`src/include/fetch_defines.svh`:
```
`ifndef FETCH_DEFINES_SVH
`define FETCH_DEFINES_SVH

// boot rom entry, first pc fetched after reset
`define RESET_PC 32'hbfc00000

// exception entry on flush until software moves it
`define EXC_VECTOR_RESET 32'hbfc00380

// fetch address error, load or instruction fetch
`define EXC_ADEL 5'h04

// all ones means no exception in this slot
`define EXC_NONE 5'h1f

// rom word index width
// 8 bits gives 256 words, so address bits 9:2
`define ROM_ADDR_W 8

// wait-state counter width
// max 7 wait states per access
`define WAIT_W 3

`endif
```
`src/verilog/fetch_pkg.sv`:
```
`include "fetch_defines.svh"

package fetch_pkg;

    // widths with a meaning
    typedef logic [31:0] pc_t;
    typedef logic [31:0] inst_t;
    typedef logic [4:0] exc_code_t;
    typedef logic [`ROM_ADDR_W-1:0] rom_index_t;
    typedef logic [`WAIT_W-1:0] mem_wait_t;

    // config register select
    typedef enum logic {
        CFG_EXC_VECTOR = 1'b0,
        CFG_MEM_WAIT   = 1'b1
    } cfg_sel_e;

    // rom response fsm
    typedef enum logic {
        ROM_IDLE = 1'b0,
        ROM_WAIT = 1'b1
    } rom_state_e;

    // branch redirect from decode, taken is a one-cycle pulse
    typedef struct packed {
        logic taken;
        pc_t  target;
    } br_bus_t;

    // load command into the fetch slot
    typedef struct packed {
        logic go;
        pc_t  pc;
    } ps_to_fs_t;

    // entry handed to decode
    // same bit layout as the old flat bus, ex on bit 70 down to pc on 31:0
    typedef struct packed {
        logic      ex;
        exc_code_t exc_code;
        logic      bd;
        inst_t     inst;
        pc_t       pc;
    } fs_to_ds_t;

endpackage

```
`src/verilog/if_stage.sv`:
```
`include "fetch_defines.svh"

module if_stage (
    input  logic                 clk,
    input  logic                 reset,
    input  fetch_pkg::ps_to_fs_t ps_to_fs,
    input  fetch_pkg::inst_t     inst_rdata,
    input  logic                 fs_bd,
    input  logic                 flush,
    input  logic                 ds_allowin,
    output logic                 fs_allowin,
    output fetch_pkg::pc_t       fs_pc,
    output logic                 fs_to_ds_valid,
    output fetch_pkg::fs_to_ds_t fs_to_ds_bus
);
    import fetch_pkg::*;

    inst_t     slot_inst;
    logic      slot_bd;
    logic      go_aligned;
    logic      adel;
    exc_code_t exc_code;

    // slot can take a new entry when empty, drained, or flushed
    assign fs_allowin = ~fs_to_ds_valid | ds_allowin | flush;

    assign go_aligned = ps_to_fs.pc[1:0] == 2'b00;

    // valid flag
    // go refills even while decode takes the old entry
    always_ff @(posedge clk) begin
        if (reset) begin
            fs_to_ds_valid <= 1'b0;
        end else if (flush) begin
            fs_to_ds_valid <= 1'b0;
        end else if (ps_to_fs.go) begin
            fs_to_ds_valid <= 1'b1;
        end else if (ds_allowin) begin
            fs_to_ds_valid <= 1'b0;
        end
    end

    // pc of the slot, also the base for the sequential path
    // starts one word early so that +4 lands on the boot pc
    always_ff @(posedge clk) begin
        if (reset) begin
            fs_pc <= `RESET_PC - 32'd4;
        end else if (ps_to_fs.go) begin
            fs_pc <= ps_to_fs.pc;
        end
    end

    // instruction and delay-slot tag
    // bad pc never reached memory, so store zero
    always_ff @(posedge clk) begin
        if (ps_to_fs.go) begin
            slot_inst <= go_aligned ? inst_rdata : '0;
            slot_bd   <= fs_bd;
        end
    end

    // AdEL from the stored pc
    assign adel     = fs_pc[1:0] != 2'b00;
    assign exc_code = adel ? `EXC_ADEL : `EXC_NONE;

    // bus to decode
    assign fs_to_ds_bus.ex       = adel;
    assign fs_to_ds_bus.exc_code = exc_code;
    assign fs_to_ds_bus.bd       = slot_bd;
    assign fs_to_ds_bus.inst     = slot_inst;
    assign fs_to_ds_bus.pc       = fs_pc;

endmodule

```
`config.mk`:
```
export PLATFORM = sky130hd
export DESIGN_NAME = if_stage
export DESIGN_NICKNAME = d
export VERILOG_FILES = /design/src/verilog/fetch_pkg.sv /design/src/verilog/if_stage.sv
export VERILOG_INCLUDE_DIRS = /design/src /design/src/include
export SDC_FILE = /design/constraint.sdc
export NUM_CORES = 1
export LEC_CHECK = 0
export BUFFER_PORTS_ARGS = -buffer_cell sky130_fd_sc_hd__buf_2
export CELL_PAD_IN_SITES_DETAIL_PLACEMENT = 1
export CELL_PAD_IN_SITES_GLOBAL_PLACEMENT = 2
export CORE_MARGIN = 2
export CORE_UTILIZATION = 24
export CTS_CLUSTER_DIAMETER = 120
export DETAILED_ROUTE_END_ITERATION = 12
export GPL_TIMING_DRIVEN = 0
export PLACE_DENSITY = 0.84
export REMOVE_ABC_BUFFERS = 1
export SLEW_MARGIN = 20
export SYNTH_ARGS = -nofsm -noshare
export SYNTH_HDL_FRONTEND = slang
export SYNTH_SLANG_ARGS = --single-unit
export TNS_END_PERCENT = 10
```
`constraint.sdc`:
```
create_clock -name clk -period 0.95 [get_ports clk]
set_input_delay 0.095 -clock clk [delete_from_list [all_inputs] [get_ports clk]]
set_output_delay 0.095 -clock clk [all_outputs]
set_load 0.01 [all_outputs]
```
==> run_results.csv <==
group,metric,value,unit
status,result_of_the_run,"finished, violations left",
status,failing_checks,"negative setup slack",
logic_synthesis,commonest_cells_in_the_synthesized_netlist,"buf_4 (39), dfxtp_1 (33), edfxtp_1 (33), and2_1 (32), a211o_1 (28)",
power_and_ir_drop,fin_total_pwr,7.785,mW
critical_path,crit_arrival,0.98,ns
worst_hold_path,whs_path_depth,3,
logic_synthesis,synth.ff_latch_count,66,
logic_synthesis,ys_async_sr_fraction,0,%
sta,max_slew_margin,54.82,%
finish,layout-drive-gt1-share,52.69,%
critical_path,critical_path_cell_count,3,
worst_hold_path,hp-start,"ps_to_fs[30]",
global_routing,via_count_of_the_first_global_routing_pass,2235,
sta,report.final.setup_viol,8,
global_routing,grt_first_pass_wirelength,11450,um
logic_synthesis,synth.avg_cell_area,12.38,um2
power_and_ir_drop,power-per-cell-area,1890,nW/um2
place,place_congestion,0.7047,
clock_network,tritoncts_buffers,9,
floorplanning,die_w,110.8,um
drt,drt-initial-drc-count,50,
critical_path,cp-start-kind,"flop",
clock_network,htree_num_levels,3,
critical_path,depth_of_the_worst_register_to_register_path,2,
logic_synthesis,synthesis.yosys.warnings,0,
drt,route.detailed.vias_per_inst,4.085,
global_routing,gr-usage-all-layers,11.60,%
logic_synthesis,ys_dominant_reg_cell,"edfxtp_1",
sta,finClkSkew,0,ns
sta,fin_crit,1.079,ns
critical_path,critPathMaxStageDelay,0.36,ns
clock_network,insertion_delay,0.31,ns
sta,totalNegativeSetupSlack,-0.8183,ns
critical_path,worst_flop_to_flop_path_startpoint,"fs_pc[28]",
finish,post-route-util,37.50,%
floorplanning,design.die.area,12270,um2
logic_synthesis,synth.largest_area_cell,"edfxtp_1",
clock_network,clock-sinks,66,
sta,achievable-frequency,926.5,MHz
logic_synthesis,cells_after_synth,221,
critical_path,timing.critical_path.to_type,"output port",
sta,fin_crit_sh,113.6,%
global_routing,grt_max_degree,53,
clock_network,clk_root_buffer_cell,"clkbuf_16",
critical_path,required,0.85,ns
drt,ant_nets,0,
drt,drt_pre_antenna_iters,4,
logic_synthesis,synth.top_cells.by_area,"edfxtp_1 (36%), dfxtp_1 (24%), buf_4 (11%)",
sta,max_slew.worst_pin.slew,0.6777,ns
place,port-buffer-count,173,
logic_synthesis,synth_edf_count,33,
floorplanning,core,10980,um2
drt,totalWireLength,7105,um
job,max_cap_violations,0,
floorplanning,standard_cell_rows,38,
critical_path,cp_top_family,"flip-flops",
logic_synthesis,synth_most_common_cell,"buf_4",
logic_synthesis,netlist_area,2736,um2
critical_path,worstSetupStartpoint,"fs_pc[0]",
place,dpl.hpwl,4781,um
sta,final_critical_path_setup_slack,-0.1293,ns
clock_network,clkSlewWorstSetupHoldPaths,0.06,ns
drt,routed-via-count,2169,
drt,final_routed_wire_length_divided_by_cell_count,13.38,um
worst_hold_path,hold_path.class,"primary input to flop",
critical_path,timing_worst_setup_path_type,"flop to output port",
floorplanning,boundaryPins,175,
finish,layout-area-overhead-vs-synth,50.53,%
logic_synthesis,synth-seq-area-share,60.36,%
sta,setup_repair_after_global_routing_missed_its_margin,"true",
global_routing,grt_antenna_before_repair,0,
sta,final_number_of_hold_violating_endpoints,0,
power_and_ir_drop,irDropWorstVdd,883.3,uV
floorplanning,die-height,110.8,um
power_and_ir_drop,leakage,1.842,nW
finish,antenna_cells_inserted,0,
finish,nets,456,
sta,final_max_slew_viol_count,0,
logic_synthesis,netlist.area_leader.share,36.21,%
critical_path,slowest_stage,"dfxtp_4",
critical_path,crit_path_max_fanout,5,
clock_network,ctsLongestPathBuffers,2,
floorplanning,initial_core_util,24.91,%
global_routing,grt_ovf,0,
drt,route.detailed.drc,0,
logic_synthesis,yosys.cell_types.count,17,
critical_path,cp_cell_sequence,"nor2_4 -> inv_2 -> buf_6",
critical_path,critical_path_buf_inv_count,2,
clock_network,tritoncts,"built",
==> layout by cell type, fill, tap and decap left out, types with 2 or more instances in the layout <==
cell type | synthesis | final
dfxtp_2 | 0 | 10
dfxtp_4 | 0 | 2
bufinv_16 | 0 | 2
clkbuf_16 | 0 | 9
nor2b_1 | 27 | 26
dfxtp_1 | 33 | 21
dlygate4sd3_1 | 0 | 29
mux2i_1 | 4 | 4
and2_1 | 32 | 32
buf_2 | 3 | 168
edfxtp_1 | 33 | 33
a211o_1 | 28 | 28
clkbuf_1 | 6 | 2
clkinv_2 | 0 | 2
buf_6 | 2 | 6
nor2_1 | 7 | 5
and2b_1 | 2 | 2
==> worst paths after layout <==
check | endpoint | slack, ns
worst min register to register | fs_pc[30] | 0.51
worst max register to register | fs_pc[28] | 0.14
worst max-delay path | fs_to_ds_bus[70] | -0.13
worst min-delay path | fs_pc[30] | 0.01
==> what timing repair did <==
item,CTS,global route
endpoints found under the setup margin,29,37
endpoints found under the hold margin,29,0
gates resized for setup,14,11
hold buffers,29,0
setup buffers,1,0
cloned,0,0
pin swaps,1,1
==> stage by stage <==
step                instances  setup slack [ns]  area, um2  hold slack (ns)
detailed placement        485           -0.3758       3446           0.2817
CTS                       531           -0.1392       4096         0.002400
global placement          483            -1.059       3410           0.2729
finish                    531           -0.1293       4119          0.01200
floorplan                 170           -0.2878       2369           0.1674
global route              531           -0.1942       4119          0.02772
==> worst min-delay path, delay by kind of cell <==
family                 cells  cell delay [ns]
muxes                      1             0.05
buffers and inverters      1             0.08
and+or+nand+nor            1             0.07
==> where the power goes <==
part,total [mW],switching (mW),internal (mW)
registers,3.30,0.0929,3.20
clock network,3.44,1.14,2.29
logic,1.05,0.507,0.546
total,7.78,1.74,6.04
==> registers in the layout, indices dropped and copies added, names as in the netlist <==
register        cells
slot_inst          32
fs_to_ds_valid      1
slot_bd             1
fs_pc              32
==> cells by family (layout without fill, tap and decap cells) <==
group,after synthesis,after routing,synth area share [%]
AOI/OAI and AO/OA,29,29,9.237
buffers and inverters,52,222,13.58
DFF,66,66,60.36
muxes,4,4,1.463
other,1,1,0.1370
and+or+nand+nor,69,69,15.23
==> layout make-up <==
class,count,area (um2)
clock buffers,11,232.7
clock inverters,5,78.83
repair buffers,205,1226
inverters,1,3.754
well taps,140,175.2
multi-input cells,103,730.7
flip-flops and latches,66,1672
fillers,1254,6864
==> layer usage <==
layer | track usage [%] | share of wire [%] | vias to the layer above
met2 | 20.86 | 51 | 114
met4 | 3.500 | 0.83 | 0
met1 | 12.45 | 40 | 1010
met5 | 0 | 0 | -
met3 | 4.702 | 8.5 | 5
li1 | - | - | 1040
(Power assumes the default switching activity.)
