<file path="src/include/fetch_defines.svh">
`ifndef FETCH_DEFINES_SVH
`define FETCH_DEFINES_SVH

// boot rom entry, first pc fetched after reset
`define RESET_PC 32'hbfc00000

// exception entry on flush until software moves it
`define EXC_VECTOR_RESET 32'hbfc00380

// fetch address error, load or instruction fetch
`define EXC_ADEL 5'h04

// all ones means no exception in this slot
`define EXC_NONE 5'h1f

// rom word index width
// 8 bits gives 256 words, so address bits 9:2
`define ROM_ADDR_W 8

// wait-state counter width
// max 7 wait states per access
`define WAIT_W 3

`endif
</file>
<file path="src/verilog/fetch_pkg.sv">
`include "fetch_defines.svh"

package fetch_pkg;

    // widths with a meaning
    typedef logic [31:0] pc_t;
    typedef logic [31:0] inst_t;
    typedef logic [4:0] exc_code_t;
    typedef logic [`ROM_ADDR_W-1:0] rom_index_t;
    typedef logic [`WAIT_W-1:0] mem_wait_t;

    // config register select
    typedef enum logic {
        CFG_EXC_VECTOR = 1'b0,
        CFG_MEM_WAIT   = 1'b1
    } cfg_sel_e;

    // rom response fsm
    typedef enum logic {
        ROM_IDLE = 1'b0,
        ROM_WAIT = 1'b1
    } rom_state_e;

    // branch redirect from decode, taken is a one-cycle pulse
    typedef struct packed {
        logic taken;
        pc_t  target;
    } br_bus_t;

    // load command into the fetch slot
    typedef struct packed {
        logic go;
        pc_t  pc;
    } ps_to_fs_t;

    // entry handed to decode
    // same bit layout as the old flat bus, ex on bit 70 down to pc on 31:0
    typedef struct packed {
        logic      ex;
        exc_code_t exc_code;
        logic      bd;
        inst_t     inst;
        pc_t       pc;
    } fs_to_ds_t;

endpackage

</file>
<file path="src/verilog/pre_if_stage.sv">
module pre_if_stage (
    input  logic                 clk,
    input  logic                 reset,
    input  fetch_pkg::pc_t       fs_pc,
    input  logic                 fs_allowin,
    input  fetch_pkg::br_bus_t   br_bus,
    input  logic                 flush,
    input  fetch_pkg::pc_t       exc_vector,
    output logic                 inst_req,
    output fetch_pkg::pc_t       inst_addr,
    input  logic                 inst_data_ok,
    output fetch_pkg::ps_to_fs_t ps_to_fs
);
    import fetch_pkg::*;

    logic fetch_en;
    logic outstanding;
    logic cancel;
    logic flush_pend;
    logic br_pend;
    pc_t  br_target;
    pc_t  req_pc;
    pc_t  next_pc;
    logic issue;
    logic misaligned;
    logic resp_ok;

    // next pc, flush beats branch beats sequential
    always_comb begin
        if (flush || flush_pend) begin
            next_pc = exc_vector;
        end else if (br_bus.taken) begin
            next_pc = br_bus.target;
        end else if (br_pend) begin
            next_pc = br_target;
        end else begin
            next_pc = fs_pc + 32'd4;
        end
    end

    assign misaligned = next_pc[1:0] != 2'b00;

    // one slot of issue per cycle, only with nothing in memory
    assign issue     = fetch_en & fs_allowin & ~outstanding;
    assign inst_req  = issue & ~misaligned;
    assign inst_addr = next_pc;

    // response dropped if flushed before or on arrival
    assign resp_ok = inst_data_ok & outstanding & ~cancel & ~flush;

    // misaligned pc skips memory and goes straight to the slot
    assign ps_to_fs.go = resp_ok | (issue & misaligned);
    assign ps_to_fs.pc = inst_data_ok ? req_pc : next_pc;

    // hold off the first request by one cycle
    always_ff @(posedge clk) begin
        if (reset) begin
            fetch_en <= 1'b0;
        end else begin
            fetch_en <= 1'b1;
        end
    end

    // outstanding and cancel tracking
    always_ff @(posedge clk) begin
        if (reset) begin
            outstanding <= 1'b0;
            cancel      <= 1'b0;
        end else if (inst_req) begin
            outstanding <= 1'b1;
            cancel      <= 1'b0;
        end else if (inst_data_ok) begin
            outstanding <= 1'b0;
            cancel      <= 1'b0;
        end else if (flush && outstanding) begin
            cancel <= 1'b1;
        end
    end

    // redirects that could not be used this cycle
    // flush wipes any branch still waiting
    always_ff @(posedge clk) begin
        if (reset) begin
            flush_pend <= 1'b0;
            br_pend    <= 1'b0;
        end else if (issue) begin
            flush_pend <= 1'b0;
            br_pend    <= 1'b0;
        end else if (flush) begin
            flush_pend <= 1'b1;
            br_pend    <= 1'b0;
        end else if (br_bus.taken) begin
            br_pend <= 1'b1;
        end
    end

    // payload, target and the pc sent to memory
    always_ff @(posedge clk) begin
        if (br_bus.taken && !issue) begin
            br_target <= br_bus.target;
        end
        if (inst_req) begin
            req_pc <= next_pc;
        end
    end

endmodule

</file>
<file path="config.mk">
export PLATFORM = sky130hd
export DESIGN_NAME = pre_if_stage
export DESIGN_NICKNAME = d
export VERILOG_FILES = /design/src/verilog/fetch_pkg.sv /design/src/verilog/pre_if_stage.sv
export VERILOG_INCLUDE_DIRS = /design/src /design/src/include
export SDC_FILE = /design/constraint.sdc
export NUM_CORES = 1
export LEC_CHECK = 0
export BUFFER_PORTS_ARGS = -buffer_cell sky130_fd_sc_hd__buf_2
export CAP_MARGIN = 15
export CORE_UTILIZATION = 42
export DETAILED_ROUTE_END_ITERATION = 16
export PLACE_DENSITY_LB_ADDON = 0.08
export RECOVER_POWER = 25
export SLEW_MARGIN = 20
export SYNTH_ARGS = -nofsm -noshare
export SYNTH_HDL_FRONTEND = slang
export SYNTH_SLANG_ARGS = --single-unit
</file>
<file path="constraint.sdc">
create_clock -name clk -period 3.8 [get_ports clk]
set_clock_uncertainty 0.2 [all_clocks]
set_input_delay 1.14 -clock clk [delete_from_list [all_inputs] [get_ports clk]]
set_output_delay 1.14 -clock clk [all_outputs]
set_load 0.05 [all_outputs]
</file>
==> impl_metrics.toml, run 1 <==
[synthesis]
yosys.area.top_type = "edfxtp_1"
yosys-top-cells-count = "64 x edfxtp_1, 52 x nor2_1, 45 x nand2_1, 26 x o21ai_0, 19 x a21oi_1"
yosys_most_used_dff = "edfxtp_1"
yosys.area.top_type_share = 0.4395
async_reset_ff_frac = 0
yosysWarnings = 0
synth.distinct_cells = 59
synth-edff-count = 64
avgSynthCellArea_um2 = 9.739
syn_area_mm2 = 0.004373
synth_seq_cells = 69
yosysMostFrequentCell = "edfxtp_1"
synth_nets = 552
synth_area_leaders = "edfxtp_1 44%, nor2_1 4.5%, nand2_1 3.9%, o21ai_0 3.0%, mux2_2 2.8%"
synthCells = 449
ys_seq_area_frac = 0.4624

[floorplan]
die_w_um = 104.0
io_pins = 168
row_count = 36
initial_core_util = 0.4393
fp.coreArea_mm2 = 0.009955
dieArea_mm2 = 0.01082
die_h_um = 104.0

[setup_path]
regToRegEndpoint = "req_pc[9]$_DFFE_PP_"
cp_slowest_stage_delay_ps = 400
rr_startpoint = "br_pend$_SDFFE_PP0P_"
r2r_slack_ps = 1130
worstSetupPathType = "in2out"
startpoint_type = "input pin"
cp_data_arrival_time_ps = 2830
required_ps = 2460
r2r_cells = 5
cp_cell_sequence = "buf_8 > buf_6 > nand4_4 > or3_1 > and3_4 > a311o_1 > a31oi_4 > buf_6"
crit_top_cell = "buf_6"
crit_path_top_delay_cell = "or3_1"
crit_fanout = 5
worstSetupEndpointType = "primary output"

[grt]
antenna_found_initial = 0
grt_pass1_wl_um = 28010
first_global_vias = 5347
grt_usage = 0.3345
grt_max_degree = 35
grt-ovfl-total = 0

[run_status]
status = "finished, violations left"
violations = "negative setup slack"

[timing]
final.setup.tns_ps = -10670
fmax_mhz = 240.1
finalSetupViolCount = 51
drv_slew = 0
fin_crit_sh = 1.096
layout_setup_ws_ps = -365.4
maxSlewHeadroom = 0.6289
hold_ws_ps = 353.9
finalCriticalPeriod_ps = 4165
rsz0062_at_grt = "true"
hold_viol = 0
worst_slew_pin_slew_ps = 555.3

[min_path]
whs_endpoint = "cancel$_SDFFE_PP0P_"
hold_class = "reg2reg"
min_from = "cancel$_SDFFE_PP0P_"
whs_path_depth = 2

[routing]
avgViaCountPerCell = 6.007
remaining_drc_errors = 0
vias = 5346
drt_iter0_drc = 374
drt_pass1_iterations = 5
wl_um = 19640
drtAntennaViolNets = 0
routedWlPerCell_um = 22.07

[clocking]
clk_path_buf_depth = 2
cts_hold_buffers = 0
insertion_delay_ps = 370
cts_num_sinks = 69
cts_made_buffers = 9
htreeDepth = 3
cts_tree = "built"
cts_root_buffer = "clkbuf_8"
clk_pin_slew_ps = 80

[power_and_ir_drop]
power_density_mw_per_mm2 = 304.4
peakVddDrop_uv = 224.2
p_leak_uw = 0.003401

[placed_design]
placed_area_mm2 = 0.006992
hpwlAfterDp_um = 12050
dp_cells = 831
numPortBuffers = 167
gp_congestion = 0.8459
pre_cts_ws_ps = -477.4

[cells_and_area]
multi_input_area_mm2 = 0.003472
nets = 855
area_growth_syn_to_layout_pct = 96.94
seq_area_mm2 = 0.002023
fill_cells = 486
instances_no_fill = 890
drive_above_1_share = 0.5997
num_antenna_cells = 0
final_area_mm2 = 0.008612

[run]
cap_violations = 0
-- routing by layer --
layer / vias up / wire length (µm) / GRT usage
met2: 340 / 10230 / 0.5895
li1: 2328 / - / -
met4: 0 / 856 / 0.1653
met1: 2595 / 7167 / 0.3962
met5: - / 0 / 0
met3: 83 / 1394 / 0.05013
-- how the worst max path moves through the flow --
stage                               end  depth (start not counted)     start  slack, ps
final                       ps_to_fs[9]                          8  fs_pc[6]       -370
after detailed placement  inst_addr[24]                          9  fs_pc[2]       -480
after floorplan            ps_to_fs[10]                          6  fs_pc[2]       -280
after global routing       ps_to_fs[15]                          9  fs_pc[6]       -400
after CTS                  ps_to_fs[19]                          7  fs_pc[2]       -280
after global placement     ps_to_fs[14]                          9  fs_pc[2]       -460
-- worst max-delay path, delay by kind of cell --
kind / cells / cell delay, ps
buf+inv: 3 / 370
simple gates: 3 / 750
compound gates: 2 / 560
-- layout make-up --
class | instances | area share
Tap cell | 133 | 0.01932
Timing Repair Buffer | 316 | 0.3180
Clock buffer | 14 | 0.01889
Inverter | 10 | 0.004504
Clock inverter | 2 | 0.001162
Sequential cell | 69 | 0.2349
Multi-Input combinational cell | 346 | 0.4032
-- flip-flops by register name, indices dropped and copies added (netlist names) --
signal	flops
req_pc	32
br_pend	1
cancel	1
flush_pend	1
fetch_en	1
outstanding	1
br_target	32
-- cells in the final DEF (no fill, tap or decap), drive strengths merged, types with 2 or more instances in the layout --
cell type    n
o21ai       27
nor2b        6
or3          9
nor3b        5
nand4       11
a31oi       16
o21bai       3
nand2b       9
and2         3
a21oi       19
o22ai        6
nor3         8
edfxtp      64
dfxtp        5
a22oi        2
inv          9
a221o        4
nor4        12
and3         4
buf        288
o31ai       16
a221oi       6
o31a         6
clkbuf      42
nand2       45
nor2        52
or2          3
o21a         7
clkinv       3
a211oi       4
xor2        14
o211ai       3
nand3       14
xnor2        6
mux2i        2
mux2        11
-- metrics by stage --
stage	util	power, µW
after floorplan	-	1513
after detailed placement	0.7024	1818
after global placement	0.7024	1799
after CTS	0.8210	2532
final	0.8651	2621
after global routing	0.8651	2689
-- cells by family (layout without fill, tap and decap cells) --
kind of cell | after synthesis | in the layout | share of synthesized area
DFF | 69 | 69 | 0.4624
adders and majority gates | 1 | 1 | 0.002861
AOI/OAI and AO/OA | 127 | 127 | 0.1963
and+or+nand+nor | 183 | 185 | 0.2315
buffers and inverters | 36 | 342 | 0.03405
xor gates and xnor gates | 20 | 20 | 0.04006
muxes | 13 | 13 | 0.03290
-- repair_timing --
action	4_1_cts	5_1_grt
resized for setup	229	74
setup buffers	21	27
pin swaps	55	59
gates cloned	2	0
setup endpoints to repair	63	60
-- power by group --
group,switching (µW),total [µW],internal [µW],leakage [µW]
sequential,15.2,892,877,0.000640
clock,309,581,272,0.0000905
combinational,673,1150,475,0.00267
No activity file was read; power rests on OpenSTA's default activity.
==> run 2: changes to the inputs <==
==> constraint.sdc (replaced) <==
create_clock -name clk -period 3.8 [get_ports clk]
set_clock_uncertainty 0.2 [all_clocks]
set_input_delay 0.19 -clock clk [delete_from_list [all_inputs] [get_ports clk]]
set_output_delay 0.19 -clock clk [all_outputs]
set_load 0.05 [all_outputs]
==> impl_metrics.toml, run 2 (synthesis results as in run 1) <==
[run_status]
status = "finished, violations left"
violations = "max-capacitance violations, max-slew violations"

[cells_and_area]
area_growth_syn_to_layout_pct = 36.85
num_antenna_cells = 0
fill_cells = 941
drive_above_1_share = 0.2857
final_cell_mix = "137 x buf_2, 64 x edfxtp_1, 51 x nor2_1, 50 x dlygate4sd3_1, 45 x nand2_1"
multi_input_area_mm2 = 0.002206
final_common_cell = "buf_2"
nets = 763
final_area_mm2 = 0.005984
top_regs = "br_target x32, req_pc x32"
seq_area_mm2 = 0.002022

[power_and_ir_drop]
power_density_mw_per_mm2 = 362.0
power_frac_seq = 0.411
peakVddDrop_uv = 233.4
combPwrFrac = 0.331
p_switching_uw = 805.3
p_leak_uw = 0.002280
clockPowerShare = 0.259
swShare = 0.3718
p_int_uw = 1361

[min_path]
min_from = "exc_vector[4]"
whs_path_depth = 3
whs_endpoint = "req_pc[4]$_DFFE_PP_"
hold_class = "in2reg"

[setup_path]
regToRegEndpoint = "br_target[20]$_DFFE_PP_"
r2r_cells = 3
crit_top_cell = "buf_2"
required_ps = 3410
startpoint_type = "input pin"
r2r_slack_ps = 1160
cp_slowest_stage_delay_ps = 580
crit_path_top_delay_cell = "or2_2"
worstSetupEndpointType = "primary output"
worstSetupPathType = "in2out"
cp_cell_sequence = "dlygate4sd3_1 > buf_2 > or2_2 > nor2_1 > nand2_1 > o31ai_1 > buf_2"
rr_startpoint = "outstanding$_SDFFE_PP0P_"
crit_fanout = 39
cp_data_arrival_time_ps = 2760

[run]
cap_violations = 1

[timing]
final.setup.tns_ps = 0
fmax_mhz = 317.0
fin_crit_sh = 0.8302
drv_slew = 19
maxSlewHeadroom = -0.07400
rsz0062_at_grt = "false"
finalSetupViolCount = 0
worst_slew_pin_slew_ps = 1605
finalCriticalPeriod_ps = 3155
hold_viol = 0

[routing]
routedWlPerCell_um = 17.30
drt_iter0_drc = 174
drt_pass1_iterations = 5
drtAntennaViolNets = 0
vias = 4427
avgViaCountPerCell = 5.548
remaining_drc_errors = 0
wl_um = 13800

[grt]
first_global_vias = 4273
grt_usage = 0.2582
antenna_found_initial = 1
grt_pass1_wl_um = 21850
grt_max_degree = 46
grt-ovfl-total = 0

[clocking]
postCtsSetupRepairBufs = 0
clk_path_buf_depth = 2
clk_pin_slew_ps = 70
htreeDepth = 3
cts_resized = 0
insertion_delay_ps = 360
cts_made_buffers = 9
cts_tree = "built"
cts_num_sinks = 69
cts_root_buffer = "clkbuf_8"

[placed_design]
numPortBuffers = 167
placed_area_mm2 = 0.005355
gp_congestion = 0.8826
hpwlAfterDp_um = 9989

[floorplan]
row_count = 36
io_pins = 168
dieArea_mm2 = 0.01082
initial_core_util = 0.4393
die_w_um = 104.0
fp.coreArea_mm2 = 0.009955
die_h_um = 104.0
run 2: cell type report:
cell class,instances,share of cell area
tap,133,0.02781
sequential,69,0.3379
inverter,10,0.006272
timing repair buffer,226,0.2306
multi-input combinational,344,0.3686
clock buffer,14,0.02718
clock inverter,2,0.001673
run 2: worst max path at each step:
stage / from / to / slack (ps) / cells after the start
CTS: flush / ps_to_fs[31] / 660 / 7
global placement: br_pend$_SDFFE_PP0P_ / req_pc[27]$_DFFE_PP_ / 1220 / 5
finish: flush / ps_to_fs[31] / 650 / 7
floorplan: flush / ps_to_fs[3] / 700 / 6
global route: flush / ps_to_fs[31] / 520 / 7
detailed placement: br_pend$_SDFFE_PP0P_ / req_pc[27]$_DFFE_PP_ / 1180 / 5
run 2: timing repair:
item | CTS | global route
hold buffers | 50 | 0
hold endpoints to repair | 53 | 0
endpoints found under the setup margin | 0 | 0
run 2: metal layers:
metal	up-vias	track usage	routed length [µm]
li1	2141	-	-
met3	19	0.06266	913
met1	2067	0.3288	6113
met5	-	0	13
met4	2	0.09286	260
met2	198	0.4252	6502
run 2: stage by stage:
step	cells	hold slack (ps)	setup slack, ps	utilization	power (µW)
after floorplan	449	65.16	705.0	-	1376
after global placement	732	187.9	1216	0.5380	1582
after detailed placement	732	185.6	1182	0.5380	1587
after CTS	798	4.546	657.8	0.6056	2179
after global routing	798	40.84	519.1	0.6012	2251
final	798	15.41	645.1	0.6012	2166
run 2: power groups by stage:
stage               clock network, µW  registers (µW)  logic, µW
finish                            560             889        717
floorplan                           0             903        474
CTS                               568             889        722
detailed placement                  0             906        681
global placement                    0             905        677
global route                      597             893        761
run 2: critical path: cells and delay by family:
family	cells	cell delay, ps
buffers and inverters	3	1030
and+or+nand+nor	3	1250
AOI/OAI and AO/OA	1	280
