[src/include/fetch_defines.svh]
`ifndef FETCH_DEFINES_SVH
`define FETCH_DEFINES_SVH

// boot rom entry, first pc fetched after reset
`define RESET_PC 32'hbfc00000

// exception entry on flush until software moves it
`define EXC_VECTOR_RESET 32'hbfc00380

// fetch address error, load or instruction fetch
`define EXC_ADEL 5'h04

// all ones means no exception in this slot
`define EXC_NONE 5'h1f

// rom word index width
// 8 bits gives 256 words, so address bits 9:2
`define ROM_ADDR_W 8

// wait-state counter width
// max 7 wait states per access
`define WAIT_W 3

`endif
[src/verilog/fetch_pkg.sv]
`include "fetch_defines.svh"

package fetch_pkg;

    // widths with a meaning
    typedef logic [31:0] pc_t;
    typedef logic [31:0] inst_t;
    typedef logic [4:0] exc_code_t;
    typedef logic [`ROM_ADDR_W-1:0] rom_index_t;
    typedef logic [`WAIT_W-1:0] mem_wait_t;

    // config register select
    typedef enum logic {
        CFG_EXC_VECTOR = 1'b0,
        CFG_MEM_WAIT   = 1'b1
    } cfg_sel_e;

    // rom response fsm
    typedef enum logic {
        ROM_IDLE = 1'b0,
        ROM_WAIT = 1'b1
    } rom_state_e;

    // branch redirect from decode, taken is a one-cycle pulse
    typedef struct packed {
        logic taken;
        pc_t  target;
    } br_bus_t;

    // load command into the fetch slot
    typedef struct packed {
        logic go;
        pc_t  pc;
    } ps_to_fs_t;

    // entry handed to decode
    // same bit layout as the old flat bus, ex on bit 70 down to pc on 31:0
    typedef struct packed {
        logic      ex;
        exc_code_t exc_code;
        logic      bd;
        inst_t     inst;
        pc_t       pc;
    } fs_to_ds_t;

endpackage

[src/verilog/fetch_cfg.sv]
`include "fetch_defines.svh"

module fetch_cfg (
    input  logic                 clk,
    input  logic                 reset,
    input  logic                 cfg_we,
    input  fetch_pkg::cfg_sel_e  cfg_sel,
    input  fetch_pkg::pc_t       cfg_wdata,
    output fetch_pkg::pc_t       cfg_rdata,
    output fetch_pkg::pc_t       exc_vector,
    output fetch_pkg::mem_wait_t mem_wait
);
    import fetch_pkg::*;

    // write side
    // vector is word aligned, so low two bits never stored as ones
    always_ff @(posedge clk) begin
        if (reset) begin
            exc_vector <= `EXC_VECTOR_RESET;
        end else if (cfg_we && cfg_sel == CFG_EXC_VECTOR) begin
            exc_vector <= {cfg_wdata[31:2], 2'b00};
        end
    end

    // wait count keeps only its low bits
    // 0 means data back on the cycle after the request
    always_ff @(posedge clk) begin
        if (reset) begin
            mem_wait <= '0;
        end else if (cfg_we && cfg_sel == CFG_MEM_WAIT) begin
            mem_wait <= cfg_wdata[`WAIT_W-1:0];
        end
    end

    // readback, combinational from the select
    // wait count comes back zero extended
    always_comb begin
        case (cfg_sel)
            CFG_EXC_VECTOR: begin
                cfg_rdata = exc_vector;
            end
            CFG_MEM_WAIT: begin
                cfg_rdata = pc_t'(mem_wait);
            end
            default: begin
                cfg_rdata = '0;
            end
        endcase
    end

endmodule

[config.mk]
export PLATFORM = sky130hd
export DESIGN_NAME = fetch_cfg
export DESIGN_NICKNAME = d
export VERILOG_FILES = /design/src/verilog/fetch_pkg.sv /design/src/verilog/fetch_cfg.sv
export VERILOG_INCLUDE_DIRS = /design/src /design/src/include
export SDC_FILE = /design/constraint.sdc
export NUM_CORES = 1
export LEC_CHECK = 0
export ABC_CLOCK_PERIOD_IN_PS = 1000
export BUFFER_PORTS_ARGS = -buffer_cell sky130_fd_sc_hd__buf_2
export CAP_MARGIN = 20
export CELL_PAD_IN_SITES_DETAIL_PLACEMENT = 1
export CELL_PAD_IN_SITES_GLOBAL_PLACEMENT = 1
export CORE_UTILIZATION = 31
export CTS_BUF_LIST = sky130_fd_sc_hd__clkbuf_2 sky130_fd_sc_hd__clkbuf_4 sky130_fd_sc_hd__clkbuf_8
export CTS_CLUSTER_SIZE = 10
export DETAILED_ROUTE_END_ITERATION = 12
export PLACE_DENSITY_LB_ADDON = 0.1
export SLEW_MARGIN = 10
export SYNTH_ARGS = -nofsm -noshare
export SYNTH_HDL_FRONTEND = slang
export SYNTH_SLANG_ARGS = --single-unit
[constraint.sdc]
create_clock -name clk -period 1 [get_ports clk]
set_input_delay 0.2 -clock clk [delete_from_list [all_inputs] [get_ports clk]]
set_output_delay 0.2 -clock clk [all_outputs]
set_load 0.01 [all_outputs]
==> results.md, run 1 <==
- Among all flip-flop cells after synthesis, the most frequent one is sky130_fd_sc_hd__dfxtp_1.
- From synthesis to final layout, the design area changed by 72.5%.
- The first routing iteration left 86 violations.
- Along the worst path, the maximum fanout reaches 2.
- The worst register-to-register path has a depth of 4.
- The type of element capturing the critical path is a primary output.
- The number of failing setup endpoints in the final timing report is 37.
- The checks that failed: negative setup slack.
- The count of warnings emitted by yosys is 0.
- The detail route stage leaves a number of antenna-violating nets equal to 0.
- The synthesized area per cell is 9.09 µm².
- Counting the buffers created by CTS gives 5.
- The cell area after synthesis is 1690 µm².
- The share of total power dissipated in combinational logic is 23.5%.
- The number of antenna violations at the first check in global routing came to 0.
- In this run, distinct cell masters in the synthesized netlist total 19.
- The number of port buffers is 100.
- The share of final-layout standard cells stronger than drive strength 1 is 63.7%.
- The sum of net half-perimeters after detailed placement is 3.22 mm.
- Of the post-synthesis cell area, the dominant cell type holds 39.1%.
- The later pin in the worst-skew pair is clocked with a latency of 0.27 ns.
- TritonCTS built the clock tree.
- Once placement finished, the instance area stood at 2280 µm².
- The internal power of the cells totals 0.00246 W.
- The remaining global-route overflow is 0.
- For the final routed database, the setup TNS stands at -2.44 ns.
- For this run, design rule violations remaining after detail routing come to 0.
- The number of nets in the layout is 338.
- The clock drives 33 sinks.
- The maximum number of pins on one net before global-route repair is 33.
- The clock network is responsible for 33.2% of the overall power.
- The most area-hungry cell type in the Yosys netlist is sky130_fd_sc_hd__dfxtp_1.
- The number of inserted filler cells in the final layout is 604.
- The analysis attributes to cell leakage a power of 1.32 nW.
- Clock-pin slew was measured on the worst setup and hold paths at 0.07 ns.
- The quantity of hold-fixing buffers added after cts is 0.
- The final setup slack of the worst path is -0.192 ns.
- The effective utilization at floorplan is 32.7%.
- At the worst endpoint, the required time is 0.80 ns.
- The worst hold path begins at cfg_wdata[0].
- The total iterations of the first detailed-routing run is 4.
- The most common cell in the synthesized netlist is sky130_fd_sc_hd__dfxtp_1.
- The power share of the sequential group is 43.3%.
- STA classifies the critical path startpoint as a flip-flop.
- Row generation in the floorplan step produced 26 rows.
- The end of the worst hold path is mem_wait[0].
- Counting instances, the worst hold path has a depth of 3.
- The clock passes through at most 2 buffers.
- The areal power density over the cells is 1140 nW/µm².
- The count of endpoints failing hold in the final timing report is 0.
- The finished cells cover 2920 µm².
- Dividing the detail-routed wire length by the instance count gives 14.3 µm.
- The overall power consumption is 0.00334 W.
- Setup repair after global routing could not meet its margin everywhere.
- The number of antenna diodes in the final layout is 0.
- The H-tree generated during clock tree synthesis spans 2 levels.
- The root buffer selected by CTS is sky130_fd_sc_hd__clkbuf_8.
- The post-layout minimum cycle time is 1.19 ns.
- The endpoint of the worst-slack reg-to-reg timing path is exc_vector[9].
- The startpoint identified for the worst register-to-register timing path is exc_vector[9].
- The synthesized netlist cell count is 186.
- During I/O placement, the number of pins put on the boundary was 103.
- The worst register-to-register path has a setup slack of 0.12 ns.
- The die span in x is 75.8 µm.
- Sorting the synthesized cells by how often they occur yields 33 x sky130_fd_sc_hd__dfxtp_1, 29 x sky130_fd_sc_hd__nor2b_1, 24 x sky130_fd_sc_hd__nor2_1.
- The share of the cycle needed by the critical path after routing is 119%.
- The switching share of power is 26.3%.
- The proportion of synthesized flip-flops having asynchronous set or reset is 0%.
- The number of maximum-capacitance constraint violations is 0.
- The max-slew violation count was 0.
- The floorplan step set the die height to 75.8 µm.
- The final worst clock skew is 0 ns.
- Routability-driven placement finished with a final weighted congestion of 0.672.
- The first global-routing pass estimated 7.34 mm of wire.
- In this run, synthesis produced a sequential element count of 33.
- In the routed layout, each cell is associated on average with a via count of 4.64.
- The achievable clock frequency is 839 MHz.
- The category of the critical setup timing path is flip-flop to primary output.
- The die footprint is 5750 µm².
- Cells fill 56.4% of the core in the end.
- Summing over every cut layer, the via total after detailed routing is 1730.
- The type of the most critical hold path is primary input to flip-flop.
- The core region is 5170 µm².
- The number of global-route vias before repair is 1562.
- The analysis attributes to net switching a power of 0.000879 W.
- The number of enable-type register cells in the synthesized netlist is 0.
- The detailed-route wire length is 5.34 mm.
- At the worst endpoint, the arrival time is 0.99 ns.
- Sequential cells were found to cover 39.1% of the synthesized design area.
- The peak supply drop is 582 µV.
- The run finished, with violations left.
- In the global route stage, overall resource usage came out at 16.9%.
- Ranked by total cell area, the synthesized netlist is headed by sky130_fd_sc_hd__dfxtp_1 39%, sky130_fd_sc_hd__nand4bb_1 11%, sky130_fd_sc_hd__nor2b_1 11%.
-- cell families after synthesis --
group,after synthesis,share of synthesized area (%)
AO/OA/AOI/OAI,21,6.81
buffers and inverters,20,8.07
flip-flops,33,39.1
multiplexers,15,8.96
other,1,0.222
AND/OR/NAND/NOR,96,36.9
-- registers in the layout (all words and copies together) (netlist names) --
signal and cells:
mem_wait 3, exc_vector 30
-- worst max-delay path: stages, from the launching register on --
cell                      delay [ns]
sky130_fd_sc_hd__dfxtp_2        0.32
sky130_fd_sc_hd__mux2_4         0.27
sky130_fd_sc_hd__buf_6          0.12
-- repair_timing --
item / CTS / global route
gates resized for setup: 47 / 54
buffers inserted: 13 / 5
endpoints found under the setup margin: 33 / 37
gates cloned: 0 / 0
-- power groups by stage --
| stage | registers, W | logic (W) | clock network [W] |
|---|---|---|---|
| after floorplan | 0.00148 | 0.000309 | 0 |
| after detailed placement | 0.00146 | 0.000587 | 0 |
| after global routing | 0.00145 | 0.000850 | 0.00120 |
| after CTS | 0.00144 | 0.000655 | 0.00114 |
| after global placement | 0.00146 | 0.000580 | 0 |
| final | 0.00144 | 0.000784 | 0.00111 |
-- per-stage QoR --
| step | setup WS (ns) | instances | hold slack (ns) |
|---|---|---|---|
| 6_report | -0.192 | 373 | 0.172 |
| 5_1_grt | -0.222 | 373 | 0.180 |
| 4_1_cts | -0.191 | 368 | 0.165 |
| 3_5_place_dp | -0.0947 | 347 | 0.465 |
| 3_3_place_gp | -0.0856 | 347 | 0.454 |
| 2_1_floorplan | -0.0243 | 187 | 0.347 |
-- area by class of cell --
type	instances	area (µm²)	share of cell area, %
timing repair buffer	128	968	33.2
multi-input combinational	134	1060	36.2
clock inverter	1	5.00	0.172
clock buffer	7	96.3	3.30
sequential	33	702	24.1
tap	70	87.6	3.00
-- placed cells by master, fill, tap and decap left out --
cell type,Yosys,final
sky130_fd_sc_hd__nand3_1,2,2
sky130_fd_sc_hd__and2_1,2,2
sky130_fd_sc_hd__clkbuf_8,0,7
sky130_fd_sc_hd__conb_1,1,2
sky130_fd_sc_hd__clkinv_2,0,1
sky130_fd_sc_hd__nor2b_4,0,21
sky130_fd_sc_hd__buf_4,9,17
sky130_fd_sc_hd__buf_12,0,5
sky130_fd_sc_hd__nor2_1,24,24
sky130_fd_sc_hd__mux2_4,0,1
sky130_fd_sc_hd__nand2_1,1,1
sky130_fd_sc_hd__nand4bb_1,17,17
sky130_fd_sc_hd__buf_6,3,32
sky130_fd_sc_hd__buf_8,0,1
sky130_fd_sc_hd__buf_2,4,73
sky130_fd_sc_hd__nor2b_1,29,9
sky130_fd_sc_hd__a21oi_1,2,2
sky130_fd_sc_hd__mux2i_1,14,14
sky130_fd_sc_hd__o21ai_1,17,17
sky130_fd_sc_hd__a21bo_2,2,2
sky130_fd_sc_hd__nand2b_1,20,20
sky130_fd_sc_hd__dfxtp_2,0,33
-- metal layers --
layer	up-vias	share of wire [%]	global-route usage, %
li1	847	-	-
met2	65	49	28.6
met5	-	0	0
met1	810	43	20.7
met4	0	1.8	5.14
met3	8	5.9	5.03
-- how the worst max path moves through the flow --
stage,depth (start not counted),endpoint,from
2_1_floorplan,4,cfg_rdata[10],cfg_sel
3_3_place_gp,3,cfg_rdata[2],cfg_sel
3_5_place_dp,3,cfg_rdata[2],cfg_sel
4_1_cts,2,cfg_rdata[2],exc_vector[2]
5_1_grt,2,cfg_rdata[2],mem_wait[2]
6_report,2,cfg_rdata[2],exc_vector[2]
No activity file was read; power rests on OpenSTA's default activity.
==> inputs of run 2 (changes only) <==
Settings changed: RECOVER_POWER set to 25.
==> results.md, run 2 (synthesis gave the netlist of run 1 again) <==
- The run finished, with violations left.
- The final reports fail on negative setup slack.
- Global routing used 16.9% of the available tracks across all layers.
- Among cell families on the critical path, the largest total delay comes from flip-flops.
- CTS saw 33 sinks.
- The number of antenna violations at the first check in global routing is 0.
- The number of inserted diodes is 0.
- Static timing analysis puts the maximum clock frequency at 838 MHz.
- The worst stage delay on the critical path is 0.32 ns.
- The buffer and inverter count on the worst path is 1.
- The number of buffers on the longest clock path is 2.
- Once detail routing completed, the nets flagged for antenna violations numbered 0.
- The core region is 5170 µm².
- The areal power density over the cells is 1150 nW/µm².
- Cells fill 55.7% of the core in the end.
- After clock tree synthesis, the flow added hold-fix buffers numbering 0.
- The final setup slack of the worst path is -0.193 ns.
- Of the cells placed in the final design, the portion with a size suffix greater than 1 is 63.7%.
- The largest fanout on the critical path is 2.
- The remaining global-route overflow is 0.
- The placed standard-cell area is 2280 µm².
- The number of port buffers is 100.
- The max-slew violation count came to 0.
- After routing the design area is 2880 µm².
- The type of the most critical hold path is primary input to flip-flop.
- The global-route wire length before repair is 7.34 mm.
- STA classifies the critical path endpoint as a primary output.
- The count of endpoints failing hold in the final timing report is 0.
- The pre-antenna-repair detailed-routing pass consisted of 4 iterations.
- After detailed routing, the total wire length is 5.35 mm.
- More flip-flops sit in one register than any other, and that register is exc_vector.
- Compared with the post-synthesis result, the final layout area differs by 70.5%.
- The startpoint of the most critical setup path is exc_vector[2].
- In this run the vertical extent of the chip is 75.8 µm.
- Once the floorplan was initialized, standard cells occupied 32.7% of the core.
- The signal on the critical path passes through mux2_4, buf_6.
- Summed over all cells, the static leakage comes to 1.31 nW.
- The register with the most flip-flops in the layout has 30 of them.
- TritonCTS built the clock tree.
- Prior to clock tree synthesis, the placed netlist has a worst setup slack of -0.0947 ns.
- After filler insertion, the fill cell instance count of the layout stands at 608.
- Setup repair after global routing could not meet its margin everywhere.
- The design draws 0.00332 W.
- After detailed routing, the number of vias per cell comes to 4.62.
- The H-tree was split into 2 levels.
- The routed via count is 1725.
- The combined area of the multi-input logic cells is 1060 µm².
- Setup violations remaining at the end of the flow were counted as 37.
- The total area of sequential cells is 702 µm².
- The library cell used most frequently in the layout, excluding fill and tap cells, is sky130_fd_sc_hd__buf_2.
- Clock-pin slew was measured on the worst setup and hold paths at 0.07 ns.
- For the finished layout, the period the worst path requires is 1.19 ns.
- In the final layout, the registers with the most flip-flops are exc_vector: 30 flops, mem_wait: 3 flops.
- The worst path uses 119% of the clock period.
- The count of routing violations after the opening detailed-route iteration is 83.
- The routed length per instance is 14.3 µm.
- At the end of routability-driven placement, the weighted congestion stood at 0.672.
- The type of element launching the critical path is a flip-flop.
- The peak supply drop is 585 µV.
- The source of the worst hold timing path is cfg_wdata[0].
- The maximum number of pins on one net before global-route repair is 33.
- The library cells used most frequently in the layout, excluding fill and tap cells, are 73 x sky130_fd_sc_hd__buf_2, 33 x sky130_fd_sc_hd__dfxtp_2, 32 x sky130_fd_sc_hd__buf_6, 24 x sky130_fd_sc_hd__nor2_1, 21 x sky130_fd_sc_hd__nor2b_4.
- The root buffer selected by CTS is sky130_fd_sc_hd__clkbuf_8.
- The sum of net half-perimeters after detailed placement is 3.22 mm.
- The data arrival time of the critical path is 0.99 ns.
- The clock reaches the later pin of the worst-skew pair after 0.27 ns.
- For the final database, setup skew stands at 0 ns.
- In this run the count of I/O pins placed on the die edge is 103.
- The number of global-route vias before repair is 1562.
- The die footprint is 5750 µm².
- In the routed design, unresolved DRC markers number 0.
- The worst setup path is of the flip-flop to primary output kind.
- STA puts the critical path data required time at 0.80 ns.
- The floorplan has 26 rows.
- Counting the buffers created by CTS gives 5.
- The highest-delay cell along the critical path is sky130_fd_sc_hd__dfxtp_2.
- The start of the worst register-to-register path is exc_vector[9].
- The number of nets in the layout is 338.
- The tool flagged a number of max-cap violations equal to 0.
- The die is 75.8 µm wide.
-- run 2: changes by cell type in the layout (fill, tap and decap cells not counted) --
cell / change
sky130_fd_sc_hd__buf_4: -1
sky130_fd_sc_hd__clkbuf_2: +3
sky130_fd_sc_hd__o21ai_0: +5
sky130_fd_sc_hd__o21ai_1: -5
sky130_fd_sc_hd__buf_12: -2
-- run 2: path summary, 6_finish.rpt --
| check | slack [ns] | cells past startpoint | endpoint |
|---|---|---|---|
| min reg2reg | 0.47 | 2 | exc_vector[4] |
| max reg2reg | 0.11 | 4 | exc_vector[9] |
| max | -0.19 | 2 | cfg_rdata[2] |
| min | 0.17 | 3 | mem_wait[0] |
-- run 2: worst register-to-register path, delay by kind of cell, from the launching register on --
kind	cells	cell delay [ns]
AND/OR/NAND/NOR	1	0.12
multiplexers	1	0.08
flip-flops	1	0.33
buffers and inverters	2	0.24
-- run 2: cell type report --
| class | instances | share of cell area (%) |
|---|---|---|
| multi-input cells | 134 | 36.6 |
| repair buffers | 128 | 32.5 |
| flip-flops and latches | 33 | 24.3 |
| clock buffers | 7 | 3.34 |
| well taps | 70 | 3.04 |
| clock inverters | 1 | 0.174 |
-- run 2: layer usage --
| layer | vias up | global-route usage [%] | part of all wire (%) |
|---|---|---|---|
| met4 | 0 | 5.14 | 1.9 |
| met1 | 805 | 20.7 | 43 |
| met5 | - | 0 | 0 |
| met2 | 66 | 28.6 | 49 |
| met3 | 10 | 5.03 | 5.9 |
| li1 | 844 | - | - |
-- run 2: per-stage QoR --
stage	std cells	hold slack, ns	TNS [ns]
floorplan	187	0.347	-0.488
global placement	347	0.454	-0.653
detailed placement	347	0.465	-1.14
CTS	368	0.165	-2.61
global route	373	0.180	-4.60
finish	373	0.171	-2.99
-- run 2: report_power, final --
group	switching (W)	leakage [nW]	internal, W
Clock	0.000487	0.0542	0.000622
Combinational	0.000340	0.984	0.000426
Sequential	0.0000503	0.274	0.00139
-- run 2: repair_timing --
action,CTS,global route
gates resized for setup,47,54
endpoints found under the setup margin,33,37
gates cloned,0,0
setup buffers,13,5
==> inputs of run 3 (changes only) <==
Settings changed: ABC_AREA set to 1, ABC_CLOCK_PERIOD_IN_PS 1000 to not set, CORE_UTILIZATION 31 to 28.
==> results.md, run 3 <==
- Derived from the worst setup path, the maximum achievable clock frequency is 912 MHz.
- The die is 78.0 µm wide.
- The TritonCTS clock tree is done.
- The number of enable-type register cells in the synthesized netlist is 0.
- Dividing the detail-routed via count by the number of cells gives 4.29.
- The final reports fail on negative setup slack.
- The largest fanout on the critical path is 3.
- STA puts the critical path data required time at 0.80 ns.
- The number of placed cells counting well taps is 428.
- After synthesis, flip-flops and latches occupy 40.8% of the total area.
- For this design the top-level I/O count stands at 103.
- The leakage power summed over all cells is 1.47 nW.
- The detailed router finished its first iteration with 43 violations.
- In this run the number of H-tree levels came out at 2.
- The commonest non-fill, non-tap cell in the layout is sky130_fd_sc_hd__buf_2.
- The number of inserted filler cells in the final layout is 783.
- The largest registers in the layout are exc_vector: 30 flops, mem_wait: 3 flops.
- The sequential cells in the finished layout cover a total of 708 µm².
- After routing the design area is 2490 µm².
- The sum of net half-perimeters after detailed placement is 3.82 mm.
- For this run, asynchronously set or reset flops after synthesis account for 0%.
- The peak supply drop is 513 µV.
- Setup violations remaining at the end of the flow were counted as 34.
- The type of element capturing the critical path is a primary output.
- The max-slew violation count is 0.
- The count of endpoints failing hold in the final timing report came to 0.
- The initial utilization of the core area, before any placement, comes to 29.2%.
- The multi-input combinational cells in the finished layout cover a total of 661 µm².
- The TritonCTS buffer count is 5.
- The highest-delay cell along the critical path is sky130_fd_sc_hd__dfxtp_2.
- The routed layout has 1899 vias.
- Leaving out fill and tap cells, the most frequent cells in the layout are 93 x sky130_fd_sc_hd__buf_2, 61 x sky130_fd_sc_hd__nor2_1, 45 x sky130_fd_sc_hd__nand3_1, 39 x sky130_fd_sc_hd__nand2_1.
- The number of inserted diodes is 0.
- The worst path uses 110% of the clock period.
- The type of the most critical hold path is primary input to flip-flop.
- The insertion delay of the later-clocked pin in the worst-skew pair is 0.28 ns.
- In the global route stage, overall resource usage came out at 17.5%.
- The detailed-route wire length is 5.08 mm.
- The count of warnings emitted by yosys is 0.
- The number of buffers on the longest clock path is 2.
- By count the netlist is led by 65 x sky130_fd_sc_hd__nor2_1, 51 x sky130_fd_sc_hd__inv_1, 45 x sky130_fd_sc_hd__nand3_1.
- Clock-pin slew was measured on the worst setup and hold paths at 0.07 ns.
- Cells with a size suffix above 1 make up 52.3% of the layout.
- The total core area is 5540 µm².
- The number of global-route vias before repair was 1804.
- The flow ran to the end, but the final reports show violations.
- Of the post-synthesis cell area, the dominant cell type holds 40.8%.
- The register with the most flip-flops in the final layout is exc_vector.
- The register with the most flip-flops in the layout has 30 of them.
- The post-layout minimum cycle time is 1.10 ns.
- Hold repair after CTS inserted 0 buffers.
- The placed standard-cell area is 2280 µm².
- The sink count of the clock tree is 33.
- The number of nets in the layout is 406.
- The tree is rooted in a sky130_fd_sc_hd__clkbuf_8.
- Across the run, the number of max-cap violations was 0.
- The most area-hungry cell type in the Yosys netlist is sky130_fd_sc_hd__dfxtp_1.
- The area overhead of the layout relative to synthesis is 53.9%.
- Port buffering added 100 buffers.
- The die span in y is 78.0 µm.
- The routed length per instance is 11.5 µm.
- The die footprint is 6090 µm².
- The number of nets with antenna violations after routing is 0.
- For the worst setup path, the data arrival time is 0.90 ns.
- For this design the ratio of total power to cell area is 1290 nW/µm².
- The synthesized area per cell is 6.27 µm².
- The number of distinct standard cells referenced by the synthesized netlist is 13.
- After synthesis the cells add up to 1620 µm².
- The type of element launching the critical path is a flip-flop.
- The critical path is of the flip-flop to primary output type.
- The maximum number of pins on one net before global-route repair is 23.
- The first global-routing pass estimated 8.30 mm of wire.
- The number of antenna violations at the first check in global routing came to 0.
- The count of unresolved DRC violations after routing is 0.
- For the final database, setup skew stands at 0 ns.
- The first TritonRoute pass finished after 4 iterations.
- The most frequently used flop master after synthesis is sky130_fd_sc_hd__dfxtp_1.
- The cell count after synthesis came out at 258.
- The signal on the critical path passes through inv_2, nor2_1, buf_2.
- After global routing the overflow that remains totals 0.
- The worst stage delay on the critical path is 0.35 ns.
- The post-synthesis register bit count is 33.
- Once routing completed, OpenROAD measured the worst setup slack at -0.0970 ns.
- The cell with the most instances after synthesis is sky130_fd_sc_hd__nor2_1.
- The number of rows created at floorplan is 27.
- The count of cells in the finished layout, fillers not included, comes to 443.
- By area the synthesized netlist is led by sky130_fd_sc_hd__dfxtp_1 41%, sky130_fd_sc_hd__nor2_1 15%, sky130_fd_sc_hd__nand3_1 14%.
- The final weighted congestion in routability-driven placement is 0.749.
- Setup repair after global routing could not meet its margin everywhere.
run 3: changes by cell type in the layout (fill, tap and decap cells not counted), moves of 17 or more:
cell,previous run,this run
sky130_fd_sc_hd__buf_6,32,9
sky130_fd_sc_hd__inv_2,0,29
sky130_fd_sc_hd__nand4bb_1,17,0
sky130_fd_sc_hd__nand2b_1,20,0
sky130_fd_sc_hd__inv_1,0,23
sky130_fd_sc_hd__nor2b_4,21,0
sky130_fd_sc_hd__nand3_1,2,45
sky130_fd_sc_hd__nand2_1,1,39
sky130_fd_sc_hd__nor2_1,24,61
sky130_fd_sc_hd__buf_2,73,93
run 3: routing by layer:
metal  vias to the layer above  wire length [µm]  global-route usage, %
met5                         -                 0                      0
met4                         0                36                   7.22
met3                         2               321                   4.65
met2                        56              2500                   31.2
met1                       865              2220                   19.7
li1                        976                 -                      -
run 3: through the flow:
step	util, %	setup TNS, ns	worst slack (ns)	hold slack, ns	total power (W)
2_1_floorplan	-	0	0.0908	0.269	0.00187
3_3_place_gp	41.2	0	0.000990	0.421	0.00219
3_5_place_dp	41.2	-0.159	-0.0312	0.424	0.00221
4_1_cts	44.4	-2.45	-0.0933	0.112	0.00326
5_1_grt	44.9	-4.26	-0.172	0.113	0.00345
6_report	44.9	-1.86	-0.0970	0.121	0.00322
run 3: area by class of cell:
class                      instances  share of cell area, %
inverter                          52                   7.84
sequential                        33                   28.4
clock inverter                     2                  0.402
clock buffer                       6                   3.07
tap                               72                   3.62
multi-input combinational        156                   26.5
timing repair buffer             122                   30.1
run 3: report_power, final:
group	switching (W)	total, W	internal [W]
combinational	0.000395	0.000743	0.000348
clock	0.000474	0.000983	0.000509
sequential	0.0000760	0.00149	0.00142
total	0.000945	0.00322	0.00227
run 3: cells by family after synthesis:
| family | Yosys count | share of synthesized area [%] |
|---|---|---|
| compound gates | 3 | 0.928 |
| buf+inv | 70 | 18.5 |
| flops | 33 | 40.8 |
| other cells | 1 | 0.232 |
| simple gates | 151 | 39.5 |
run 3: worst paths after layout:
| check | to | depth (start not counted) | slack, ns | start |
|---|---|---|---|---|
| setup / recovery | cfg_rdata[9] | 3 | -0.1 | exc_vector[9] |
| hold / removal | mem_wait[0] | 2 | 0.12 | reset |
| setup reg to reg | exc_vector[26] | 4 | 0.23 | exc_vector[26] |
| hold reg to reg | exc_vector[25] | 2 | 0.47 | exc_vector[25] |
run 3: repair_timing:
item,in CTS,in global routing
setup endpoints to repair,38,38
buffers inserted,5,2
hold endpoints to repair,0,0
cloned,0,0
resized for setup,46,33
pin swaps,4,10
run 3: worst max-delay path: cells and delay by family, from the launching register on:
kind          cells  cell delay (ns)
flops             1             0.35
buf+inv           2             0.18
simple gates      1             0.10
